--- config.mk ---
export PLATFORM = sky130hd
export DESIGN_NAME = itlb_top
export DESIGN_NICKNAME = d
export VERILOG_FILES = /design/src/hw/itlb_pkg.sv /design/src/hw/itlb_entry_array.sv /design/src/hw/itlb_excp_entry.sv /design/src/hw/itlb_resp_gen.sv /design/src/hw/itlb_top.sv
export SDC_FILE = /design/constraint.sdc
export NUM_CORES = 1
export LEC_CHECK = 0
export BUFFER_PORTS_ARGS = -buffer_cell sky130_fd_sc_hd__buf_2
export CAP_MARGIN = 25
export CORE_MARGIN = 3
export CORE_UTILIZATION = 45
export CTS_CLUSTER_SIZE = 16
export DETAILED_ROUTE_END_ITERATION = 16
export PLACE_DENSITY = 0.75
export SKIP_LAST_GASP = 1
export SLEW_MARGIN = 20
export SYNTH_ARGS = -nofsm -noshare
export SYNTH_HDL_FRONTEND = slang
export SYNTH_HIERARCHICAL = 1
export SYNTH_SLANG_ARGS = --single-unit
--- constraint.sdc ---
create_clock -name clk -period 3.6 [get_ports clk]
set_clock_uncertainty 0.2 [all_clocks]
set_input_delay 0.18 -clock clk [delete_from_list [all_inputs] [get_ports clk]]
set_output_delay 0.18 -clock clk [all_outputs]
set_load 0.005 [all_outputs]
--- src/hw/itlb_pkg.sv ---
package itlb_pkg;

  // Address and entry widths
  parameter int VPN_WIDTH = 27;
  parameter int PPN_WIDTH = 44;
  parameter int ASID_WIDTH = 16;
  parameter int PTE_WIDTH = 64;
  parameter int PAGE_LVL_WIDTH = 2;
  parameter int EXCP_CAUSE_WIDTH = 5;
  parameter int VPN_SEG_WIDTH = 9;
  parameter int SV39_LEVELS = 3;

  // satp.MODE encodings
  parameter logic [3:0] MODE_BARE = 4'd0;
  parameter logic [3:0] MODE_SV39 = 4'd8;

  parameter logic [1:0] PRIV_LVL_M = 2'd3;
  parameter logic [1:0] PRIV_LVL_S = 2'd1;
  parameter logic [1:0] PRIV_LVL_U = 2'd0;

  // mcause values for instruction fetch
  parameter logic [EXCP_CAUSE_WIDTH-1:0] INSTR_ACCESS_FAULT = 5'd1;
  parameter logic [EXCP_CAUSE_WIDTH-1:0] INSTR_PAGE_FAULT = 5'd12;

  typedef struct packed {
    logic [PTE_WIDTH-PPN_WIDTH-11:0] reserved;
    logic [PPN_WIDTH-1:0] ppn;
    logic [1:0] rsw;
    logic d;
    logic a;
    logic g;
    logic u;
    logic x;
    logic w;
    logic r;
    logic v;
  } pte_t;

  typedef struct packed {
    logic [1:0] priv_lvl;
    logic sum;
    logic [3:0] satp_mode;
    logic [ASID_WIDTH-1:0] satp_asid;
  } mmu_status_t;

  // Response from the page table walker
  typedef struct packed {
    logic vld;
    logic [VPN_WIDTH-1:0] vpn;
    logic [ASID_WIDTH-1:0] asid;
    pte_t pte;
    logic [PAGE_LVL_WIDTH-1:0] page_lvl;
    logic access_fault;
    logic page_fault;
  } refill_t;

  typedef struct packed {
    logic vld;
    logic use_asid;
    logic use_vpn;
    logic [ASID_WIDTH-1:0] asid;
    logic [VPN_WIDTH-1:0] vpn;
  } flush_req_t;

  typedef struct packed {
    logic vld;
    logic [VPN_WIDTH-1:0] vpn;
    logic [ASID_WIDTH-1:0] asid;
  } translate_req_t;

  typedef struct packed {
    logic hit;
    logic [PAGE_LVL_WIDTH-1:0] page_lvl;
    logic [PPN_WIDTH-1:0] ppn;
    logic a;
    logic u;
    logic x;
  } entry_match_t;

  typedef struct packed {
    logic hit;
    logic access_fault;
    logic page_fault;
  } excp_match_t;

  typedef struct packed {
    logic vld;
    logic hit;
    logic miss;
    logic excp_vld;
    logic [EXCP_CAUSE_WIDTH-1:0] excp_cause;
    logic [PPN_WIDTH-1:0] ppn;
  } translate_resp_t;

  // VPN compare mask, one segment per level at or above the page level
  function automatic logic [VPN_WIDTH-1:0] page_vpn_mask(
    input logic [3:0] satp_mode,
    input logic [PAGE_LVL_WIDTH-1:0] page_lvl
  );
    logic [VPN_WIDTH-1:0] mask;
    mask = '0;
    for (int i = 0; i < SV39_LEVELS; i++) begin
      if ((satp_mode == MODE_SV39) && (i >= page_lvl)) begin
        mask[i*VPN_SEG_WIDTH+:VPN_SEG_WIDTH] = '1;
      end
    end
    return mask;
  endfunction

endpackage

--- src/hw/itlb_entry_array.sv ---
`timescale 1ns/1ns

module itlb_entry_array #(
  parameter int ENTRY_COUNT = 8
) (
  input  logic                    clk,
  input  logic                    arst_n_i,
  input  itlb_pkg::translate_req_t req_i,
  input  logic [3:0]              satp_mode_i,
  input  itlb_pkg::refill_t       refill_i,
  input  itlb_pkg::flush_req_t    flush_i,
  output itlb_pkg::entry_match_t  match_o
);

  localparam int PTR_WIDTH = $clog2(ENTRY_COUNT);

  typedef struct packed {
    logic [itlb_pkg::ASID_WIDTH-1:0] asid;
    logic [itlb_pkg::VPN_WIDTH-1:0] vpn;
    logic [itlb_pkg::PAGE_LVL_WIDTH-1:0] page_lvl;
    logic [itlb_pkg::PPN_WIDTH-1:0] ppn;
    logic a;
    logic u;
    logic x;
    logic g;
  } entry_t;

  entry_t entry_q [ENTRY_COUNT];
  logic [ENTRY_COUNT-1:0] entry_vld_q;

  itlb_pkg::refill_t stage_q;
  logic stage_vld_q;
  logic [ENTRY_COUNT-1:0] slot_q;
  logic [PTR_WIDTH-1:0] victim_ptr_q;

  logic refill_ok;
  logic evict;
  logic [ENTRY_COUNT-1:0] occupied;
  logic [ENTRY_COUNT-1:0] free;
  logic [ENTRY_COUNT-1:0] free_oh;
  logic [ENTRY_COUNT-1:0] victim_oh;
  logic [ENTRY_COUNT-1:0] slot_d;
  logic [ENTRY_COUNT-1:0] set_mask;
  logic [ENTRY_COUNT-1:0] clear_mask;
  logic [ENTRY_COUNT-1:0] hit_vec;
  entry_t stage_entry;
  entry_t hit_entry;

  // Faulting refills go to the exception entry instead
  assign refill_ok = refill_i.vld & ~refill_i.access_fault & ~refill_i.page_fault;

  // A slot with a write still pending counts as taken
  assign occupied = entry_vld_q | (slot_q & {ENTRY_COUNT{stage_vld_q}});
  assign free = ~occupied;
  assign free_oh = free & (~free + ENTRY_COUNT'(1));
  assign victim_oh = ENTRY_COUNT'(1) << victim_ptr_q;
  assign evict = ~|free;
  assign slot_d = evict ? victim_oh : free_oh;

  always_ff @(posedge clk or negedge arst_n_i) begin
    if (!arst_n_i) begin
      stage_vld_q <= 1'b0;
      victim_ptr_q <= '0;
    end else begin
      stage_vld_q <= refill_ok;
      if (refill_ok && evict) begin
        victim_ptr_q <= (victim_ptr_q == PTR_WIDTH'(ENTRY_COUNT - 1)) ? '0 : victim_ptr_q + 1'b1;
      end
    end
  end

  always_ff @(posedge clk) begin
    if (refill_ok) begin
      stage_q <= refill_i;
      slot_q <= slot_d;
    end
  end

  assign stage_entry = '{
    asid: stage_q.asid,
    vpn: stage_q.vpn,
    page_lvl: stage_q.page_lvl,
    ppn: stage_q.pte.ppn,
    a: stage_q.pte.a,
    u: stage_q.pte.u,
    x: stage_q.pte.x,
    g: stage_q.pte.g
  };

  // Flush wins over a write on the same edge
  assign set_mask = slot_q & {ENTRY_COUNT{stage_vld_q & ~flush_i.vld}};

  always_ff @(posedge clk or negedge arst_n_i) begin
    if (!arst_n_i) begin
      entry_vld_q <= '0;
    end else begin
      entry_vld_q <= (entry_vld_q & ~clear_mask) | set_mask;
    end
  end

  always_ff @(posedge clk) begin
    for (int i = 0; i < ENTRY_COUNT; i++) begin
      if (set_mask[i]) begin
        entry_q[i] <= stage_entry;
      end
    end
  end

  for (genvar i = 0; i < ENTRY_COUNT; i++) begin : g_entry
    logic [itlb_pkg::VPN_WIDTH-1:0] vpn_mask;
    logic req_vpn_eq;
    logic flush_vpn_eq;
    logic flush_asid_eq;
    logic flush_sel;

    assign vpn_mask = itlb_pkg::page_vpn_mask(satp_mode_i, entry_q[i].page_lvl);
    assign req_vpn_eq = &(~(req_i.vpn ^ entry_q[i].vpn) | ~vpn_mask);
    assign hit_vec[i] = req_i.vld & entry_vld_q[i] & req_vpn_eq &
                        ((req_i.asid == entry_q[i].asid) | entry_q[i].g);

    assign flush_vpn_eq = &(~(flush_i.vpn ^ entry_q[i].vpn) | ~vpn_mask);
    assign flush_asid_eq = flush_i.asid == entry_q[i].asid;
    assign flush_sel = (~flush_i.use_asid | flush_asid_eq) & (~flush_i.use_vpn | flush_vpn_eq);
    // No selector means flush everything, global pages too
    assign clear_mask[i] = flush_i.vld & ((~flush_i.use_asid & ~flush_i.use_vpn) |
                                          (~entry_q[i].g & flush_sel));
  end

  // One-hot select of the hit entry
  always_comb begin
    hit_entry = '0;
    for (int i = 0; i < ENTRY_COUNT; i++) begin
      hit_entry = hit_entry | (entry_q[i] & {$bits(entry_t){hit_vec[i]}});
    end
  end

  assign match_o.hit = |hit_vec;
  assign match_o.page_lvl = hit_entry.page_lvl;
  assign match_o.ppn = hit_entry.ppn;
  assign match_o.a = hit_entry.a;
  assign match_o.u = hit_entry.u;
  assign match_o.x = hit_entry.x;

endmodule

--- src/hw/itlb_excp_entry.sv ---
`timescale 1ns/1ns

module itlb_excp_entry (
  input  logic                    clk,
  input  logic                    arst_n_i,
  input  itlb_pkg::translate_req_t req_i,
  input  logic [3:0]              satp_mode_i,
  input  itlb_pkg::refill_t       refill_i,
  input  logic                    flush_vld_i,
  output itlb_pkg::excp_match_t   match_o
);

  logic vld_q;
  logic [itlb_pkg::VPN_WIDTH-1:0] vpn_q;
  logic [itlb_pkg::ASID_WIDTH-1:0] asid_q;
  logic [itlb_pkg::PAGE_LVL_WIDTH-1:0] page_lvl_q;
  logic access_fault_q;
  logic page_fault_q;

  logic wr_en;
  logic [itlb_pkg::VPN_WIDTH-1:0] vpn_mask;

  assign wr_en = refill_i.vld & (refill_i.access_fault | refill_i.page_fault);

  // Any flush drops the cached fault
  always_ff @(posedge clk or negedge arst_n_i) begin
    if (!arst_n_i) begin
      vld_q <= 1'b0;
    end else if (flush_vld_i) begin
      vld_q <= 1'b0;
    end else if (wr_en) begin
      vld_q <= 1'b1;
    end
  end

  always_ff @(posedge clk) begin
    if (wr_en) begin
      vpn_q <= refill_i.vpn;
      asid_q <= refill_i.asid;
      page_lvl_q <= refill_i.page_lvl;
      access_fault_q <= refill_i.access_fault;
      page_fault_q <= refill_i.page_fault;
    end
  end

  // No global bit here, the ASID must match
  assign vpn_mask = itlb_pkg::page_vpn_mask(satp_mode_i, page_lvl_q);
  assign match_o.hit = req_i.vld & vld_q & (req_i.asid == asid_q) &
                       (&(~(req_i.vpn ^ vpn_q) | ~vpn_mask));
  assign match_o.access_fault = access_fault_q;
  assign match_o.page_fault = page_fault_q;

endmodule

--- src/hw/itlb_resp_gen.sv ---
`timescale 1ns/1ns

module itlb_resp_gen (
  input  itlb_pkg::translate_req_t   req_i,
  input  itlb_pkg::mmu_status_t      status_i,
  input  itlb_pkg::entry_match_t     entry_i,
  input  itlb_pkg::excp_match_t      excp_i,
  output itlb_pkg::translate_resp_t  resp_o
);

  logic skip;
  logic user_ok;
  logic misaligned;
  logic check_fail;
  logic [itlb_pkg::PPN_WIDTH-1:0] low_mask;
  logic [itlb_pkg::PPN_WIDTH-1:0] vpn_ext;

  // Machine mode and Bare mode pass the VPN straight through
  assign skip = (status_i.priv_lvl == itlb_pkg::PRIV_LVL_M) |
                (status_i.satp_mode == itlb_pkg::MODE_BARE);

  assign vpn_ext = {{(itlb_pkg::PPN_WIDTH - itlb_pkg::VPN_WIDTH){1'b0}}, req_i.vpn};

  // PPN bits below the page level come from the VPN
  assign low_mask = ~({itlb_pkg::PPN_WIDTH{1'b1}} <<
                      (entry_i.page_lvl * itlb_pkg::VPN_SEG_WIDTH));

  assign user_ok = ~entry_i.u |
                   (status_i.priv_lvl == itlb_pkg::PRIV_LVL_U) |
                   ((status_i.priv_lvl == itlb_pkg::PRIV_LVL_S) & status_i.sum);

  // Superpage PPN must be aligned to its level
  assign misaligned = |(entry_i.ppn & low_mask);

  assign check_fail = entry_i.hit & (~entry_i.a | ~entry_i.x | ~user_ok | misaligned);

  always_comb begin
    resp_o = '0;
    resp_o.vld = req_i.vld;
    if (skip) begin
      resp_o.hit = 1'b1;
      resp_o.ppn = vpn_ext;
    end else begin
      resp_o.hit = excp_i.hit | entry_i.hit;
      resp_o.excp_vld = excp_i.hit | check_fail;
      if (excp_i.hit && excp_i.access_fault) begin
        resp_o.excp_cause = itlb_pkg::INSTR_ACCESS_FAULT;
      end else if (resp_o.excp_vld) begin
        resp_o.excp_cause = itlb_pkg::INSTR_PAGE_FAULT;
      end
      if (entry_i.hit) begin
        resp_o.ppn = (entry_i.ppn & ~low_mask) | (vpn_ext & low_mask);
      end
    end
    resp_o.miss = ~resp_o.hit;
  end

endmodule

--- src/hw/itlb_top.sv ---
`timescale 1ns/1ns

module itlb_top #(
  parameter int ENTRY_COUNT = 8
) (
  input  logic                               clk,
  input  logic                               arst_n_i,
  input  itlb_pkg::mmu_status_t              status_i,
  input  logic                               translate_vld_i,
  input  logic [itlb_pkg::VPN_WIDTH-1:0]     translate_vpn_i,
  input  itlb_pkg::refill_t                  refill_i,
  input  itlb_pkg::flush_req_t               flush_i,
  output itlb_pkg::translate_resp_t          translate_resp_o,
  output logic                               flush_grant_o
);

  logic req_vld_q;
  logic [itlb_pkg::VPN_WIDTH-1:0] req_vpn_q;
  logic [itlb_pkg::ASID_WIDTH-1:0] req_asid_q;

  itlb_pkg::translate_req_t req;
  itlb_pkg::entry_match_t entry_match;
  itlb_pkg::excp_match_t excp_match;

  // Request stage, one lookup per cycle
  always_ff @(posedge clk or negedge arst_n_i) begin
    if (!arst_n_i) begin
      req_vld_q <= 1'b0;
    end else begin
      req_vld_q <= translate_vld_i;
    end
  end

  always_ff @(posedge clk) begin
    if (translate_vld_i) begin
      req_vpn_q <= translate_vpn_i;
      req_asid_q <= status_i.satp_asid;
    end
  end

  assign req = '{vld: req_vld_q, vpn: req_vpn_q, asid: req_asid_q};

  // Grant one cycle after the flush
  always_ff @(posedge clk or negedge arst_n_i) begin
    if (!arst_n_i) begin
      flush_grant_o <= 1'b0;
    end else begin
      flush_grant_o <= flush_i.vld;
    end
  end

  itlb_entry_array #(
    .ENTRY_COUNT(ENTRY_COUNT)
  ) u_entry_array (
    .clk(clk),
    .arst_n_i(arst_n_i),
    .req_i(req),
    .satp_mode_i(status_i.satp_mode),
    .refill_i(refill_i),
    .flush_i(flush_i),
    .match_o(entry_match)
  );

  itlb_excp_entry u_excp_entry (
    .clk(clk),
    .arst_n_i(arst_n_i),
    .req_i(req),
    .satp_mode_i(status_i.satp_mode),
    .refill_i(refill_i),
    .flush_vld_i(flush_i.vld),
    .match_o(excp_match)
  );

  itlb_resp_gen u_resp_gen (
    .req_i(req),
    .status_i(status_i),
    .entry_i(entry_match),
    .excp_i(excp_match),
    .resp_o(translate_resp_o)
  );

endmodule

==> After elaboration in Yosys (flattened, before gate mapping) <==
Memories as Yosys holds them, arrays and structs flattened.
Cells that the tools add are included.
{ "op_classes": {"add_sub_neg": 2, "mul": 1, "div": 0, "magnitude_cmp": 27, "n_eq_ne": 21, "shift": 2, "muxes": 53, "bitwise_logic": 207, "n_reduce_logical": 53} }
{ "op_table": {"columns": ["cell", "count"], "rows": [
  ["27-bit inverter", 26],
  ["27-bit bitwise OR", 17],
  ["27-bit AND reduction", 17],
  ["27-bit bitwise XOR", 17],
  ["50-bit bitwise AND", 8],
  ["50-bit bitwise OR", 7],
  ["16-bit == test", 17],
  ["9-bit two-way mux", 27],
  ["44-bit bitwise AND", 2],
  ["44-bit two-way mux", 2],
  ["44-bit inverter", 2],
  ["1-bit bitwise AND", 58],
  ["27-bit by 44-bit bitwise AND with 44-bit output", 1],
  ["44-bit bitwise OR", 1],
  ["44-bit OR reduction", 1],
  ["44-bit by 6-bit left shift with 44-bit output (first input constant)", 1],
  ["1-bit bitwise OR", 41],
  ["1-bit by 2-bit >= comparator with 1-bit output (first input constant)", 18],
  ["8-bit bitwise AND", 4],
  ["1-bit logical AND", 29],
  ["8-bit inverter", 3],
  ["1-bit two-way mux", 19],
  ["2-bit >= comparator (first input constant)", 9],
  ["1-bit inverter", 18],
  ["other kinds (19)", 21]
]} }
{ "word_totals": {"reg_bits": 205, "latch_bits": 0, "ramBits": 744, "rom_bits": 0, "input_bits": 211, "output_inout_bits": 54, "wordCells": 388, "n_memories": 1} }
{ "memory_table": {"columns": ["memory", "depth", "width", "rd", "rd_clocked_by_memory_dff", "wr", "line", "rtl"], "rows": [
  ["u_entry_array.entry_q", 8, 93, 8, 0, 8, "itlb_entry_array.sv:28", "entry_t entry_q [ENTRY_COUNT];"]
]} }

==> Logic depth before layout (Yosys ltp) <==
An unclocked memory read counts as a cell.
{ "depth": {"word_depth": 28, "mapped_depth": 16, "depth_no_buf": 11} }

==> Cells and area by module <==
Netlist, hierarchy kept.
{ "by_module_without_submodules": {"columns": ["module", "n_inst", "cells_per_inst", "area_each_um2", "seq_area_each_um2"], "rows": [
  ["itlb_entry_array", 1, 2479, 37328.3, 25674.6],
  ["itlb_excp_entry", 1, 116, 1971.9, 1436.4],
  ["itlb_top", 1, 45, 1341.3, 1341.3],
  ["itlb_resp_gen", 1, 120, 839.6, 0.0]
]} }

==> Worst setup path before layout <==
Ideal clock, no wire load.
{ "synth_path": {"path_type": "input to register", "startpoint": "in refill_i[1] (netlist name)", "endpoint": "reg u_entry_array.victim_ptr_q[0]", "setup_time_ps": 130, "t_arrival_ps": 9177, "required_time_ps": 3270, "slack_ps": -5907, "path_stages": 3, "path_buffers": 0, "cell_sequence": "nor3b_1 -> nand2_1 -> mux2_2"} }
{ "synth_via": {"elab_chain_len": 4} }
{ "synth_rtl": {"columns": ["item", "line", "rtl"], "rows": [
  ["start, declared", "itlb_top.sv:11", "input itlb_pkg::refill_t refill_i,"],
  ["1-bit inverter", "itlb_entry_array.sv:50", "assign refill_ok = refill_i.vld & ~refill_i.access_fault & ~refill_i.page_fault;"],
  ["1-bit bitwise AND (2 in a row)", "itlb_entry_array.sv:50", null],
  ["1-bit logical AND", "itlb_entry_array.sv:66", "if (refill_ok && evict) begin"],
  ["end signal, assigned", "itlb_entry_array.sv:67", "victim_ptr_q <= (victim_ptr_q == PTR_WIDTH'(ENTRY_COUNT - 1)) ? '0 : victim_ptr_q + 1'b1;"],
  ["end, declared", "itlb_entry_array.sv:34", "logic [PTR_WIDTH-1:0] victim_ptr_q;"]
]} }
No other way between the ends.
A chain may end at the register's enable or synchronous reset.

==> results.toml <==
[clock_network]
clk_pin_slew_ns = 0.06
clk_latency_ns = 0.70
ctsRootBufferMaster = "clkbuf_16"
cts_made_buffers = 96
cts_htree_levels = 3
max-clock-path-buffers = 3
cts_tree = "yes"
clock_sinks = 949

[logic_synthesis]
synth_cells = 2758
synth_area_mm2 = 0.0414
ys_warn_count = 6
syn_area_per_cell_um2 = 15.0

[routing]
drt_first_pass_iters = 7
dr_total_vias = 30683
remaining_drc_errors = 0
drt-total-wl_mm = 151
via_per_inst = 6.20
wire_per_inst_um = 30.6
drt_iter0_drc = 4841
ant_nets = 0

[setup_path]
cp_slowest_cell = "edfxtp_1"
startpoint = "req_asid_q[14]"
reg2reg_depth = 9
cp_slowest_stage_delay_ns = 0.53
rrSetupSlack_ns = 0.38
critical_path_class = "flop to output pin"
reg2reg_to = "u_entry_array/entry_vld_q[2]"
path_delay_family = "buffers and inverters"
worstPathRequired_ns = 3.22
worstPathMaxFanout = 14
critPathLaunchType = "flop"
critPathCaptureType = "output pin"
r2r_start = "u_entry_array/entry_q[0][252]"
crit_path_end = "translate_resp_o[47]"
arrival_ns = 4.55
cp_cell_sequence = "buf_6 -> buf_4 -> xnor2_1 -> nand4_1 -> nor4_2 -> buf_4 -> o2111ai_4 -> a21oi_4 -> bufbuf_16 -> a22oi_1 -> nand3_2 -> nor4_4 -> nand3_2 -> nand4b_1 -> a32oi_2 -> buf_2"
critPathBufInv = 5
cp_num_cells = 16

[timing]
finalSetupTns_ns = -53.82
fin_crit_sh_pct = 137
setup_violations = 50
setup_ws_ns = -1.33
worstMarginPinSlew_ns = 1.00
whs_ns = 0.0238
rsz0062_at_grt = "true"
finalCriticalPeriod_ns = 4.93
hold_violations = 0
slew_headroom_pct = 33.2
max_freq_mhz = 203
slew_viol_final = 0

[die]
pin_count = 265
design.die.area_mm2 = 0.0958
core-area_mm2 = 0.0907
start_util_pct = 45.7
die_h_um = 309
die_width_um = 309
rows = 110

[cells_and_area]
drive_gt1_share_pct = 30.6
nNetsFinal = 3906
design_area_mm2 = 0.0557
multi_input_area_mm2 = 0.0137
regArea_mm2 = 0.0284
n_fill_cell = 6179
syn_to_final_growth_pct = 34.3

[global_routing]
top_usage_layer = "met2"
antenna_found_initial = 14
use_met1_pct = 37.4
grt_pass1_wl_mm = 206
overflow = 0
grt_max_degree = 66
use_met3_pct = 7.26
grt_usage_pct = 29.6
grt_pass1_vias = 30007
grt_use_met2_pct = 48.3

[pwr]
p_leak_nw = 19.5
vdd_drop_max_mv = 0.461
seqPwrFrac_pct = 48.6
p_sw_w = 0.00648
p_per_area_mw_per_mm2 = 469
swShare_pct = 24.9
clkPwrFrac_pct = 39.5
p_comb_share_pct = 11.9
internal_power_w = 0.0196

[placement]
routabilityCongestion = 0.995
placed_area_mm2 = 0.0473
port_buffers = 246
hpwl_mm = 91.2

[run]
cap_violations = 0

[worst_hold_path]
hp-class = "input pin to flop"

[run_status]
failed_checks = "setup timing"
status = "finished, violations left"
## stage by stage
stage	total power [W]	setup WS, ns	cells	utilization (%)
2_1_floorplan	0.0139	-0.317	2759	-
3_3_place_gp	0.0150	-0.906	4457	52.1
3_5_place_dp	0.0150	-0.943	4457	52.1
4_1_cts	0.0255	-1.06	4911	59.9
5_1_grt	0.0266	-1.35	4946	61.4
6_report	0.0261	-1.33	4949	61.4
## per-layer routing
metal,share of wire (%),vias up
met3,13,676
met4,6.7,10
li1,-,12289
met1,34,14945
met2,47,2763
met5,0.040,-
## worst min path at each step
stage | from | to | cells after the start
after floorplan | arst_n_i | flush_grant_o | 0
after global placement | arst_n_i | flush_grant_o | 1
after detailed placement | arst_n_i | flush_grant_o | 1
after CTS | translate_vpn_i[3] | req_vpn_q[3] | 2
after global routing | refill_i[78] | u_entry_array/stage_entry[87] | 2
final | refill_i[78] | u_entry_array/stage_entry[87] | 2
## power groups by stage
| stage | logic [W] | registers (W) | clock network (W) |
|---|---|---|---|
| after global placement | 0.00214 | 0.0129 | 0 |
| after detailed placement | 0.00215 | 0.0129 | 0 |
| after global routing | 0.00318 | 0.0127 | 0.0108 |
| final | 0.00309 | 0.0127 | 0.0103 |
| after floorplan | 0.00113 | 0.0128 | 0 |
| after CTS | 0.00266 | 0.0126 | 0.0102 |
## cell type report
cell class,count,share of cell area [%]
Antenna cell,3,0.0135
Clock buffer,125,4.57
Clock inverter,54,1.16
Inverter,10,0.0674
Multi-Input combinational cell,1633,24.6
Sequential cell,949,51.1
Tap cell,1176,2.64
Timing Repair Buffer,999,15.9
## timing repair
item	CTS	global route
hold buffers	199	0
setup endpoints to repair	50	50
resized for setup	169	178
cloned	15	5
buffers inserted	64	41
endpoints found under the hold margin	272	0
pin swaps	45	77
## flip-flops by register name, summed over array words and instances, names as in the netlist, 3 cells and up
signal,flops
req_asid_q,16
req_vpn_q,27
u_entry_array/entry_q,744
u_entry_array/entry_vld_q,8
u_entry_array/slot_q,8
u_entry_array/stage_entry,93
u_entry_array/victim_ptr_q,3
u_excp_entry/asid_q,16
u_excp_entry/vpn_q,27
## cells in the final DEF, fill, tap and decap left out, types with 9 or more instances in the layout
cell and count:
nand3_2 37, nor4_1 71, xor2_1 357, buf_6 56, clkbuf_16 101, nand2_1 26, buf_4 415, buf_12 61
dfrtp_1 15, edfxtp_1 934, and4_1 42, xor2_2 12, buf_2 240, a21oi_1 29, nor2_4 18, mux2i_4 20
o21ai_0 11, a22oi_1 88, a41oi_1 12, nor4_4 10, buf_8 9, and3_1 17, xnor2_1 346, nor3_1 27
dlygate4sd3_1 199, clkinv_1 17, buf_16 9, clkbuf_1 27, nor2_1 31, bufinv_16 10, inv_1 9, nand4_1 73
nor2_2 9, nor4_2 19, nand3_1 227
Power figures use the tool's default switching activity.
